$ cat src/hdl/hub_pkg.sv
// ------------------------------
// hub register block definitions
// address map, entry sizes, register selects and the bundles
// shared between the hub blocks
// ------------------------------
package hub_pkg;

    // ------------------------------
    // address map and sizes
    // ------------------------------

    // upper address nibble of the whole hub space
    localparam logic [3:0] addr_hub = 4'h1;
    // word index of the hub registers, which places them at 0x1800 to 0x1803
    localparam logic [9:0] hub_reg_base = 10'h200;
    // quadlets written by one board into its entry
    localparam logic [8:0] num_quads = 9'd29;
    // distance from the end of one entry to the start of the next 32-quadlet slot
    localparam logic [8:0] quad_offset = 9'd3;
    // boards on the bus, so board numbers are 4 bits wide
    localparam int num_boards = 16;
    // clock cycles given to each lower-numbered board for its broadcast
    localparam int slot_cycles = 256;
    // extra cycles reserved for the acknowledge packet
    localparam int ack_cycles = 150;

    // ------------------------------
    // enums
    // ------------------------------

    // hub register picked by the low two address bits
    typedef enum logic [1:0] {
        sel_seq_mask = 2'd0,
        sel_index_lo = 2'd1,
        sel_index_hi = 2'd2,
        sel_lower    = 2'd3
    } hub_sel_e;

    // broadcast trigger FSM
    typedef enum logic [1:0] {
        trig_idle = 2'd0,
        trig_wait = 2'd1,
        trig_fire = 2'd2,
        trig_done = 2'd3
    } trig_state_e;

    // ------------------------------
    // bundles
    // ------------------------------

    // one write request as it arrives from the link layer
    typedef struct packed {
        logic        wen;
        logic [15:0] waddr;
        logic [31:0] wdata;
    } hub_wr_t;

    // latched query, the lower mask only holds boards below this one
    typedef struct packed {
        logic [15:0] seq_num;
        logic [15:0] board_mask;
        logic [15:0] board_mask_lower;
    } hub_query_t;

    // ordered read list, entry 0 sits in the low nibble
    typedef logic [num_boards-1:0][3:0] read_list_t;

endpackage

$ cat src/hdl/hub_bcast_trig.sv
`timescale 1ns/1ps
// ------------------------------
// broadcast trigger
// waits one slot per lower-numbered board plus the acknowledge time,
// then asks the link layer to broadcast this board's entry
// ------------------------------
module hub_bcast_trig
    import hub_pkg::*;
(
    input  logic        sysclk,
    input  logic        write_trig_reset,
    input  logic        query_wen,
    input  logic [15:0] board_mask_lower,
    input  logic        board_selected,
    output logic        write_trig
);

    logic [15:0] lower_q;
    // number of selected boards below this one
    logic [4:0]  lower_cnt;
    logic [12:0] trig_count;
    logic [12:0] counter;
    trig_state_e state;

    // ------------------------------
    // popcount pipeline
    // ------------------------------
    // two register stages, the count settles long before the counter
    // can reach even the shortest wait of ack_cycles
    always_ff @(posedge sysclk) begin
        lower_q   <= board_mask_lower;
        lower_cnt <= 5'($countones(lower_q));
    end

    assign trig_count = 13'(lower_cnt) * 13'(slot_cycles) + 13'(ack_cycles);

    // ------------------------------
    // trigger FSM
    // ------------------------------
    // the compare hit moves to trig_fire and write_trig follows one edge
    // later, so it rises slot_cycles*k + ack_cycles + 2 after the query
    always_ff @(posedge sysclk) begin
        if (write_trig_reset) begin
            state      <= trig_idle;
            counter    <= '0;
            write_trig <= 1'b0;
        end else if (query_wen) begin
            // every query restarts the wait and drops an earlier trigger
            state      <= trig_wait;
            counter    <= '0;
            write_trig <= 1'b0;
        end else begin
            case (state)
                trig_wait: begin
                    if (counter == trig_count) begin
                        state <= trig_fire;
                    end else begin
                        counter <= counter + 13'd1;
                    end
                end
                trig_fire: begin
                    // a board outside the mask keeps quiet
                    write_trig <= board_selected;
                    state      <= trig_done;
                end
                // idle and done hold until the next query
                default: begin
                    state <= state;
                end
            endcase
        end
    end

endmodule

$ cat config.mk
export PLATFORM = sky130hd
export DESIGN_NAME = hub_bcast_trig
export DESIGN_NICKNAME = d
export VERILOG_FILES = /design/src/hdl/hub_pkg.sv /design/src/hdl/hub_bcast_trig.sv
export SDC_FILE = /design/constraint.sdc
export NUM_CORES = 1
export LEC_CHECK = 0
export ABC_AREA = 0
export BUFFER_PORTS_ARGS = -buffer_cell sky130_fd_sc_hd__buf_2
export CAP_MARGIN = 20
export CORE_ASPECT_RATIO = 1.5
export CORE_MARGIN = 2
export CORE_UTILIZATION = 59
export CTS_BUF_LIST = sky130_fd_sc_hd__clkbuf_8
export DETAILED_ROUTE_END_ITERATION = 8
export HOLD_SLACK_MARGIN = 0.06
export PLACE_DENSITY = 0.81
export SYNTH_ARGS = -nofsm -noshare
export SYNTH_HDL_FRONTEND = slang
export SYNTH_SLANG_ARGS = --single-unit
$ cat constraint.sdc
create_clock -name sysclk -period 4.4 [get_ports sysclk]
set_clock_uncertainty 0.15 [all_clocks]
set_input_delay 0.44 -clock sysclk [delete_from_list [all_inputs] [get_ports sysclk]]
set_output_delay 0.44 -clock sysclk [all_outputs]
set_load 0.02 [all_outputs]
==> out/metrics.yaml, run 1 <==
core_region_area_um2: 2676
total_leakage_power_nw: 0.8661
hold-worst-slack_ns: 0.1052
drive_gt1_share_pct: 16.76
comb_power_share_pct: 26.1
avgViaCountPerCell: 5.063
grt_pass1_wl_um: 4961
n_antenna_cell: 0
grt-busiest-layer: "met2"
setup-tns-final_ns: 0
insertion_delay_ns: 0.28
grt_setup_unrepaired: "false"
die_area_um2: 3284
ant_nets: 0
p_int_mw: 0.5839
detail_route.iter0.violations: 12
slew-limit-headroom_pct: 70.45
swShare_pct: 29.18
fmax_mhz: 285.5
grt_use_met3_pct: 5.729
power_density_nw_per_um2: 437.3
die_h_um: 69.19
grt_overflow: 0
post_route_minimum_period_ns: 3.503
average_size_of_a_mapped_cell_um2: 10.38
layout.core_utilization_pct: 70.45
setup_slack_ns: 0.8970
via_count_of_the_first_global_routing_pass: 1188
worstPathArrival_ns: 3.53
min_period_over_period_pct: 79.61
power_frac_seq_pct: 46.1
via_count: 1124
globalRouteMet2Util_pct: 38.44
port_buffers: 20
numPlacedInstances: 215
synthesized_net_count: 198
end_kind: "flop"
wl_per_cell_um: 13.06
io_pins: 21
ys_types: 35
timing.setup.critical_path_class: "reg -> reg"
first_pass_iteration_count_of_the_detailed_router: 4
nNetsFinal: 222
hpwlAfterDp_um: 2332
die_w_um: 47.46
drv_slew: 0
drc: 0
numClockSinks: 37
ctsLongestPathBuffers: 2
placement_rows: 23
tritoncts: "built"
tritoncts.num_buffers: 5
finalNonFillerCells: 222
cp.required_ns: 4.43
hold_path_class: "in -> reg"
timing.final.setup_violations: 0
grt.total_usage_pct: 21.80
synth-seq-area-share_pct: 44.31
max_cap_violations: 0
synth.ff_latch_count: 37
htree_levels: 2
layout_commonest_cell: "sky130_fd_sc_hd__dfxtp_1"
grt_antenna_before_repair: 0
post-cts-setup-buffer-count: 0
met1_usage_pct: 20.83
path_max_fanout: 2
gpl.final_weighted_congestion: 0.8873
max_slew.worst_pin.slew_ns: 0.4408
synth.yosys.warnings: 0
placement.setup.worst_slack_ns: 0.9029
final-hold-violation-count: 0
syn_inst: 161
syn2layout_area_growth_pct: 12.80
layout_common_cells: "sky130_fd_sc_hd__dfxtp_1, sky130_fd_sc_hd__inv_1, sky130_fd_sc_hd__buf_2"
clockPowerShare_pct: 27.8
pin_count_of_the_biggest_net_entering_global_routing: 12
switching_power_mw: 0.2406
clockRootBuffer: "sky130_fd_sc_hd__clkbuf_8"
syn_area_um2: 1672
clk_pin_slew_worst_paths_ns: 0.07
postRouteWirelength_um: 2900
cts_hold_repair.buffers: 0
initial_utilization_pct: 62.46
timing.critical_path.from_type: "flop"
run_status: "completed"
vdd_drop_max_mv: 0.2643
ctsResizeCount: 0
-- cell usage after synthesis --
library cell | n | area [um2]
sky130_fd_sc_hd__dfxtp_1 | 37 | 740.7
sky130_fd_sc_hd__inv_1 | 26 | 97.59
sky130_fd_sc_hd__xor2_1 | 11 | 96.34
sky130_fd_sc_hd__fa_1 | 10 | 200.2
sky130_fd_sc_hd__nor2_1 | 9 | 33.78
sky130_fd_sc_hd__nand2_1 | 8 | 30.03
sky130_fd_sc_hd__a21oi_1 | 7 | 35.03
sky130_fd_sc_hd__ha_1 | 7 | 87.58
sky130_fd_sc_hd__or3_1 | 5 | 31.28
sky130_fd_sc_hd__mux2i_1 | 4 | 40.04
sky130_fd_sc_hd__nand4_1 | 4 | 25.02
sky130_fd_sc_hd__o21ai_0 | 4 | 20.02
sky130_fd_sc_hd__a21o_1 | 2 | 15.01
sky130_fd_sc_hd__and2_1 | 2 | 12.51
sky130_fd_sc_hd__buf_4 | 2 | 15.01
sky130_fd_sc_hd__nand3_1 | 2 | 10.01
sky130_fd_sc_hd__nor2b_1 | 2 | 12.51
sky130_fd_sc_hd__o21a_1 | 2 | 15.01
sky130_fd_sc_hd__a2111o_1 | 1 | 11.26
sky130_fd_sc_hd__a211oi_1 | 1 | 7.510
sky130_fd_sc_hd__a21bo_2 | 1 | 10.01
sky130_fd_sc_hd__a31oi_1 | 1 | 6.260
sky130_fd_sc_hd__and4_1 | 1 | 8.760
sky130_fd_sc_hd__and4b_1 | 1 | 10.01
sky130_fd_sc_hd__clkbuf_1 | 1 | 3.750
sky130_fd_sc_hd__nand3_2 | 1 | 10.01
sky130_fd_sc_hd__nand3b_1 | 1 | 7.510
sky130_fd_sc_hd__nand4b_1 | 1 | 8.760
sky130_fd_sc_hd__nand4bb_1 | 1 | 11.26
sky130_fd_sc_hd__nor3_1 | 1 | 5.000
sky130_fd_sc_hd__nor3_2 | 1 | 10.01
sky130_fd_sc_hd__nor4_4 | 1 | 21.27
sky130_fd_sc_hd__or2_2 | 1 | 6.260
sky130_fd_sc_hd__or2b_1 | 1 | 7.510
sky130_fd_sc_hd__xnor2_1 | 1 | 8.760
-- worst max-delay path, stage by stage, from the launching register on --
cell and delay, ns:
sky130_fd_sc_hd__dfxtp_1 0.31, sky130_fd_sc_hd__inv_1 0.05, sky130_fd_sc_hd__fa_1 0.56, sky130_fd_sc_hd__fa_1 0.46, sky130_fd_sc_hd__fa_1 0.49, sky130_fd_sc_hd__fa_1 0.50, sky130_fd_sc_hd__inv_1 0.05, sky130_fd_sc_hd__ha_1 0.20
sky130_fd_sc_hd__fa_1 0.41, sky130_fd_sc_hd__a21oi_1 0.15, sky130_fd_sc_hd__nor2b_1 0.07
-- cell type report --
type | count | area [um2]
repair buffers | 20 | 100.1
clock inverters | 1 | 3.754
inverters | 26 | 97.59
clock buffers | 6 | 82.58
multi-input cells | 95 | 814.5
flip-flops and latches | 37 | 740.7
well taps | 37 | 46.29
fillers | 217 | 790.8
-- metrics by stage --
step	power (mW)	cell area, um2
6_report	0.8245	1886
5_1_grt	0.8850	1886
4_1_cts	0.8356	1886
3_5_place_dp	0.6057	1799
3_3_place_gp	0.5824	1799
2_1_floorplan	0.5427	1672
-- final timing paths --
kind	slack (ns)	startpoint	to	cells past startpoint
setup reg to reg	0.90	lower_q[0]$_DFF_P_	lower_cnt[4]$_DFF_P_	10
setup / recovery	0.90	lower_q[0]$_DFF_P_	lower_cnt[4]$_DFF_P_	10
hold / removal	0.11	board_mask_lower[8]	lower_q[8]$_DFF_P_	1
hold reg to reg	0.36	counter[1]$_SDFFE_PP0P_	counter[1]$_SDFFE_PP0P_	2
-- cell families (layout without fill, tap and decap cells) --
group	Yosys count	count (layout)	synth area share (%)
buf+inv	29	53	6.960
compound gates	19	19	7.185
mux	4	4	2.395
xor+xnor	12	12	6.287
simple gates	43	43	15.64
fa+ha+maj	17	17	17.22
flops	37	37	44.31
-- flip-flops by register name, summed over array words and instances (netlist names) --
name        count
counter        13
lower_cnt       5
lower_q        16
state           2
write_trig      1
-- layer usage --
layer	vias to the layer above	wire (um)
li1	566	-
met1	526	1016
met2	24	1674
met3	8	107
met4	0	102
met5	-	0
-- power groups by stage --
stage / Sequential [mW] / Combinational, mW / Clock (mW)
after global placement: 0.387 / 0.196 / 0
after detailed placement: 0.388 / 0.218 / 0
after global routing: 0.383 / 0.250 / 0.252
after CTS: 0.381 / 0.219 / 0.236
final: 0.380 / 0.215 / 0.229
after floorplan: 0.385 / 0.158 / 0
(Power assumes the default switching activity.)
==> inputs of run 2 (changes only) <==
--- a/config.mk
+++ b/config.mk
@@ -5,16 +5,16 @@
 export SDC_FILE = /design/constraint.sdc
 export NUM_CORES = 1
 export LEC_CHECK = 0
-export ABC_AREA = 0
+export ABC_AREA = 1
 export BUFFER_PORTS_ARGS = -buffer_cell sky130_fd_sc_hd__buf_2
 export CAP_MARGIN = 20
 export CORE_ASPECT_RATIO = 1.5
 export CORE_MARGIN = 2
-export CORE_UTILIZATION = 59
+export CORE_UTILIZATION = 60
 export CTS_BUF_LIST = sky130_fd_sc_hd__clkbuf_8
 export DETAILED_ROUTE_END_ITERATION = 8
 export HOLD_SLACK_MARGIN = 0.06
-export PLACE_DENSITY = 0.81
+export PLACE_DENSITY = 0.82
 export SYNTH_ARGS = -nofsm -noshare
 export SYNTH_HDL_FRONTEND = slang
 export SYNTH_SLANG_ARGS = --single-unit
==> constraint.sdc (replaced) <==
create_clock -name sysclk -period 3.6 [get_ports sysclk]
set_clock_uncertainty 0.15 [all_clocks]
set_input_delay 0.36 -clock sysclk [delete_from_list [all_inputs] [get_ports sysclk]]
set_output_delay 0.36 -clock sysclk [all_outputs]
set_load 0.02 [all_outputs]
==> out/metrics.yaml, run 2 <==
insertion_delay_ns: 0.29
ant_nets: 0
crit_chain: "inv_1 -> fa_1 -> fa_1 -> fa_1 -> fa_1 -> inv_1 -> ha_2 -> fa_2 -> nand2_1 -> a21boi_0"
worst_r2r_path_depth: 10
largest_register_by_flop_count: "lower_q"
io_pins: 21
placement_rows: 24
min_period_over_period_pct: 96.07
drive_gt1_share_pct: 16.60
worstHoldEndpoint: "state[0]$_SDFFE_PP0P_"
worstHoldPathCells: 2
syn_area_um2: 1839
yosys-top-cells-count: "sky130_fd_sc_hd__nand2_1, sky130_fd_sc_hd__inv_1, sky130_fd_sc_hd__dfxtp_1"
fmax_mhz: 289.2
run_status: "completed"
grt_setup_unrepaired: "false"
via_count: 1552
wl_per_cell_um: 13.14
worst_r2r_endpoint: "lower_cnt[4]$_DFF_P_"
worst-path-buf-inv: 2
layout_common_cells: "sky130_fd_sc_hd__nand2_1, sky130_fd_sc_hd__inv_1, sky130_fd_sc_hd__dfxtp_1"
final-hold-violation-count: 0
die_area_um2: 3533
synth_compound_area_share_pct: 6.122
tritoncts: "built"
route.met2.wl_um: 2078
route.layer.met1.wl_um: 1518
post_synthesis_share_of_cell_area_spent_on_full_adders_half_adders_and_majority_gates_pct: 15.65
netlist.top_cell.by_area: "sky130_fd_sc_hd__dfxtp_1"
avgViaCountPerCell: 5.105
n_antenna_cell: 0
largest_registers: "lower_q: 16 flops, counter: 13 flops, lower_cnt: 5 flops"
pin_count_of_the_biggest_net_entering_global_routing: 16
cpPeakStageDelay_ns: 0.57
synth-edff-count: 0
vdd_drop_max_mv: 0.4108
cp.required_ns: 3.61
synth-seq-area-share_pct: 40.27
numClockSinks: 37
timing.hold.worst.start: "write_trig_reset"
nNetsFinal: 301
setup-tns-final_ns: 0
via_count_of_the_first_global_routing_pass: 1620
dominant_combinational_cell_family_by_area_after_synthesis: "simple AND/OR/NAND/NOR gates"
post_synth_main_area_contributors: "sky130_fd_sc_hd__dfxtp_1, sky130_fd_sc_hd__fa_1, sky130_fd_sc_hd__nand2_1"
synth.yosys.warnings: 0
drv_slew: 0
tritoncts.num_buffers: 5
layout.core_utilization_pct: 77.49
timing.setup.critical_path_class: "reg -> reg"
die_h_um: 71.81
first_pass_iteration_count_of_the_detailed_router: 4
slowest_cell_on_the_critical_path: "sky130_fd_sc_hd__fa_1"
top_signal_layer_used: "met4"
synth-xor-area-share_pct: 4.762
ctsLongestPathBuffers: 2
ys_types: 22
yosys.area_share.simple_pct: 24.15
critical-path-top-cell-by-count: "sky130_fd_sc_hd__fa_1"
port_buffers: 20
grt_antenna_before_repair: 0
post-cts-setup-buffer-count: 0
clockRootBuffer: "sky130_fd_sc_hd__clkbuf_8"
synth.ff_latch_count: 37
yosysTopAreaCellShare_pct: 40.27
gpl.final_weighted_congestion: 0.9079
timing.final.setup_violations: 0
postRouteWirelength_um: 3996
htree_levels: 2
number_of_flip_flops_in_the_largest_register: 16
hold_path_class: "in -> reg"
clk_pin_slew_worst_paths_ns: 0.07
grt_pass1_wl_um: 6934
drc: 0
end_kind: "flop"
syn2layout_area_growth_pct: 22.72
critical_path.reg2reg.startpoint: "lower_q[7]$_DFF_P_"
layout_commonest_cell: "sky130_fd_sc_hd__nand2_1"
r2r_slack_ns: 0.14
average_size_of_a_mapped_cell_um2: 8.211
synth_flop_cell: "sky130_fd_sc_hd__dfxtp_1"
wl_met3_um: 191
max_cap_violations: 0
timing.critical_path.from_type: "flop"
cp_top_family: "adder cells"
syn_inst: 224
synth.most_common_cell: "sky130_fd_sc_hd__nand2_1"
power_density_nw_per_um2: 502.0
slew-limit-headroom_pct: 57.26
post_route_minimum_period_ns: 3.458
total_leakage_power_nw: 0.9754
die_w_um: 49.21
synthesized_net_count: 261
worstPathArrival_ns: 3.47
max_slew.worst_pin.slew_ns: 0.6405
async_flop_share_pct: 0
hpwlAfterDp_um: 2566
share_of_cell_area_taken_by_muxes_after_synthesis_pct: 0
path_max_fanout: 2
core_region_area_um2: 2913
detail_route.iter0.violations: 40
initial_utilization_pct: 63.14
grt.total_usage_pct: 26.57
grt_overflow: 0
[run 2: changes by cell type after synthesis, moves of 3 or more]
cell and change:
sky130_fd_sc_hd__or3_1 -5, sky130_fd_sc_hd__a21oi_1 -3, sky130_fd_sc_hd__xor2_1 -4, sky130_fd_sc_hd__a21oi_2 +9, sky130_fd_sc_hd__nor2_1 +11, sky130_fd_sc_hd__inv_1 +12
sky130_fd_sc_hd__o21ai_0 -4, sky130_fd_sc_hd__nand3_1 +19, sky130_fd_sc_hd__nand2_1 +43, sky130_fd_sc_hd__mux2i_1 -4
[run 2: area by class of cell]
cell class	instances	area [um2]
multi-input cells	145	937.1
inverters	38	142.6
clock inverters	2	37.54
well taps	39	48.80
fillers	191	655.6
clock buffers	6	82.58
flip-flops and latches	37	740.7
repair buffers	37	267.8
[run 2: through the flow]
step           worst slack [ns]  total power [mW]  std cells  hold WS, ns  instance area [um2]
5_1_grt                 0.01435             1.190        304      0.09368                 2257
3_5_place_dp            0.09666            0.7330        280       0.3070                 1972
2_1_floorplan            0.2782            0.6593        224       0.2377                 1839
6_report                 0.1416             1.133        304      0.08003                 2257
4_1_cts                 0.08658             1.114        304      0.08938                 2252
3_3_place_gp             0.1941            0.7104        280       0.2964                 1972
[run 2: kinds of logic (layout without fill, tap and decap cells)]
logic type,Yosys count,count (layout)
and+or+nand+nor,103,103
buffers and inverters,42,83
DFF,37,37
AOI/OAI and AO/OA,15,15
xor gates and xnor gates,10,10
adders and majority gates,17,17
[run 2: worst max path at each step]
| stage | from | to | slack, ns | cells past startpoint |
|---|---|---|---|---|
| 4_1_cts | lower_q[0]$_DFF_P_ | lower_cnt[2]$_DFF_P_ | 0.09 | 9 |
| 5_1_grt | lower_q[15]$_DFF_P_ | lower_cnt[4]$_DFF_P_ | 0.01 | 10 |
| 2_1_floorplan | lower_q[0]$_DFF_P_ | lower_cnt[2]$_DFF_P_ | 0.28 | 9 |
| 3_5_place_dp | lower_q[0]$_DFF_P_ | lower_cnt[2]$_DFF_P_ | 0.1 | 9 |
| 3_3_place_gp | lower_q[0]$_DFF_P_ | lower_cnt[2]$_DFF_P_ | 0.19 | 9 |
| 6_report | lower_q[7]$_DFF_P_ | lower_cnt[4]$_DFF_P_ | 0.14 | 10 |
[run 2: routing by layer]
metal,track usage [%],vias up
met5,0,-
met4,15.87,0
met3,5.833,21
li1,-,768
met1,27.50,712
met2,48.20,51
[run 2: what timing repair did]
item | CTS | global route
hold buffers | 16 | 0
gates resized for setup | 0 | 2
endpoints found under the hold margin | 16 | 0
setup endpoints to repair | 0 | 2
[run 2: where the power goes]
part | total [mW] | internal [mW] | switching, mW
logic | 0.291 | 0.131 | 0.160
registers | 0.466 | 0.450 | 0.0162
clock network | 0.376 | 0.225 | 0.151
==> inputs of run 3 (changes only) <==
--- a/config.mk
+++ b/config.mk
@@ -8,13 +8,15 @@
 export ABC_AREA = 1
 export BUFFER_PORTS_ARGS = -buffer_cell sky130_fd_sc_hd__buf_2
 export CAP_MARGIN = 20
+export CELL_PAD_IN_SITES_DETAIL_PLACEMENT = 1
+export CELL_PAD_IN_SITES_GLOBAL_PLACEMENT = 1
 export CORE_ASPECT_RATIO = 1.5
-export CORE_MARGIN = 2
-export CORE_UTILIZATION = 60
+export CORE_MARGIN = 10
+export CORE_UTILIZATION = 45
 export CTS_BUF_LIST = sky130_fd_sc_hd__clkbuf_8
 export DETAILED_ROUTE_END_ITERATION = 8
 export HOLD_SLACK_MARGIN = 0.06
-export PLACE_DENSITY = 0.82
+export PLACE_DENSITY_LB_ADDON = 0.1
 export SYNTH_ARGS = -nofsm -noshare
 export SYNTH_HDL_FRONTEND = slang
 export SYNTH_SLANG_ARGS = --single-unit
==> out/metrics.yaml, run 3 (synthesis gave the netlist of run 2 again) <==
first_pass_iteration_count_of_the_detailed_router: 4
clockRootBuffer: "sky130_fd_sc_hd__clkbuf_8"
io_pins: 21
worst-path-buf-inv: 2
cp_top_family: "adder cells"
worst_r2r_endpoint: "lower_cnt[4]$_DFF_P_"
post-cts-setup-buffer-count: 0
placement.setup.worst_slack_ns: 0.09414
worstHoldEndpoint: "state[0]$_SDFFE_PP0P_"
r2r_slack_ns: 0.15
grt_antenna_before_repair: 0
drc: 0
max_slew.worst_pin.slew_ns: 0.6604
critical-path-top-cell-by-count: "sky130_fd_sc_hd__fa_1"
run_status: "completed"
largest_registers: "lower_q: 16 flops, counter: 13 flops, lower_cnt: 5 flops"
insertion_delay_ns: 0.29
grt_overflow: 0
drive_gt1_share_pct: 16.60
setup-tns-final_ns: 0
path_max_fanout: 2
fmax_mhz: 289.7
slew-limit-headroom_pct: 55.92
ctsLongestPathBuffers: 2
hold-worst-slack_ns: 0.08538
grt_pass1_wl_um: 8162
grt.total_usage_pct: 14.16
detailed_place.area_um2: 1979
core_region_area_um2: 3959
initial_utilization_pct: 46.46
port_buffers: 20
hpwlAfterDp_um: 3086
ant_nets: 0
wl_per_cell_um: 15.06
final.fill_count: 492
grt_setup_unrepaired: "false"
layout.core_utilization_pct: 57.21
tritoncts.num_buffers: 5
cp.required_ns: 3.63
setup_slack_ns: 0.1478
timing.setup.critical_path_class: "reg -> reg"
largest_register_by_flop_count: "lower_q"
htree_levels: 2
post_route_minimum_period_ns: 3.452
final_cell_area_um2: 2265
avgViaCountPerCell: 4.965
vdd_drop_max_mv: 0.3599
placement_rows: 28
nNetsFinal: 301
slowest_cell_on_the_critical_path: "sky130_fd_sc_hd__fa_1"
clk_pin_slew_worst_paths_ns: 0.08
total_leakage_power_nw: 0.9754
detail_route.iter0.violations: 56
drv_slew: 0
pin_count_of_the_biggest_net_entering_global_routing: 16
timing.critical_path.from_type: "flop"
gpl.final_weighted_congestion: 0.7854
syn2layout_area_growth_pct: 23.13
numClockSinks: 37
n_antenna_cell: 0
max_cap_violations: 0
postRouteWirelength_um: 4669
layout_common_cells: "sky130_fd_sc_hd__nand2_1, sky130_fd_sc_hd__inv_1, sky130_fd_sc_hd__dfxtp_1"
die_h_um: 98.30
min_period_over_period_pct: 95.90
cpPeakStageDelay_ns: 0.58
layout_commonest_cell: "sky130_fd_sc_hd__nand2_1"
final-hold-violation-count: 0
die_area_um2: 7097
timing.hold.worst.start: "write_trig_reset"
via_count: 1539
hold_path_class: "in -> reg"
end_kind: "flop"
number_of_flip_flops_in_the_largest_register: 16
worstPathArrival_ns: 3.48
worstHoldPathCells: 2
die_w_um: 72.20
tritoncts: "built"
via_count_of_the_first_global_routing_pass: 1739
power_density_nw_per_um2: 500.8
worst_r2r_path_depth: 10
crit_chain: "inv_1 -> fa_1 -> fa_1 -> fa_1 -> fa_1 -> inv_1 -> ha_2 -> fa_2 -> nand2_1 -> a21boi_0"
critical_path.reg2reg.startpoint: "lower_q[5]$_DFF_P_"
timing.final.setup_violations: 0
==> run 3: report_power, final <==
group / internal (mW) / switching, mW / total, mW
Sequential: 0.450 / 0.0159 / 0.466
Clock: 0.225 / 0.156 / 0.382
Combinational: 0.129 / 0.158 / 0.287
Total: 0.804 / 0.330 / 1.13
==> run 3: how the worst max path moves through the flow <==
stage / from / slack [ns] / cells after the start / end
4_1_cts: lower_q[0]$_DFF_P_ / 0.07 / 10 / lower_cnt[4]$_DFF_P_
6_report: lower_q[5]$_DFF_P_ / 0.15 / 10 / lower_cnt[4]$_DFF_P_
3_3_place_gp: lower_q[0]$_DFF_P_ / 0.17 / 9 / lower_cnt[2]$_DFF_P_
2_1_floorplan: lower_q[0]$_DFF_P_ / 0.28 / 9 / lower_cnt[2]$_DFF_P_
3_5_place_dp: lower_q[0]$_DFF_P_ / 0.09 / 9 / lower_cnt[2]$_DFF_P_
5_1_grt: lower_q[5]$_DFF_P_ / 0.005 / 10 / lower_cnt[4]$_DFF_P_
==> run 3: metrics by stage <==
step	instances	power, mW
floorplan	224	0.6593
global placement	286	0.7099
detailed placement	286	0.7352
CTS	310	1.133
global route	310	1.204
finish	310	1.134
==> run 3: cell type report <==
cell class	instances	area, um2	share of cell area, %
Multi-Input combinational cell	145	937.1	41.38
Clock inverter	2	37.54	1.657
Clock buffer	6	82.58	3.646
Tap cell	45	56.30	2.486
Sequential cell	37	740.7	32.71
Timing Repair Buffer	37	267.8	11.82
Inverter	38	142.6	6.298
==> run 3: timing repair <==
item                                   4_1_cts  5_1_grt
resized for setup                            0        2
setup endpoints to repair                    0        2
hold buffers                                16        0
endpoints found under the hold margin       16        0
==> run 3: layer usage <==
metal  track usage, %  share of wire, %  vias up
li1                 -                 -      765
met1            14.30                38      744
met2            27.48                58       23
met3            3.141               2.9        7
met4            3.438               1.5        0
met5                0                 0        -
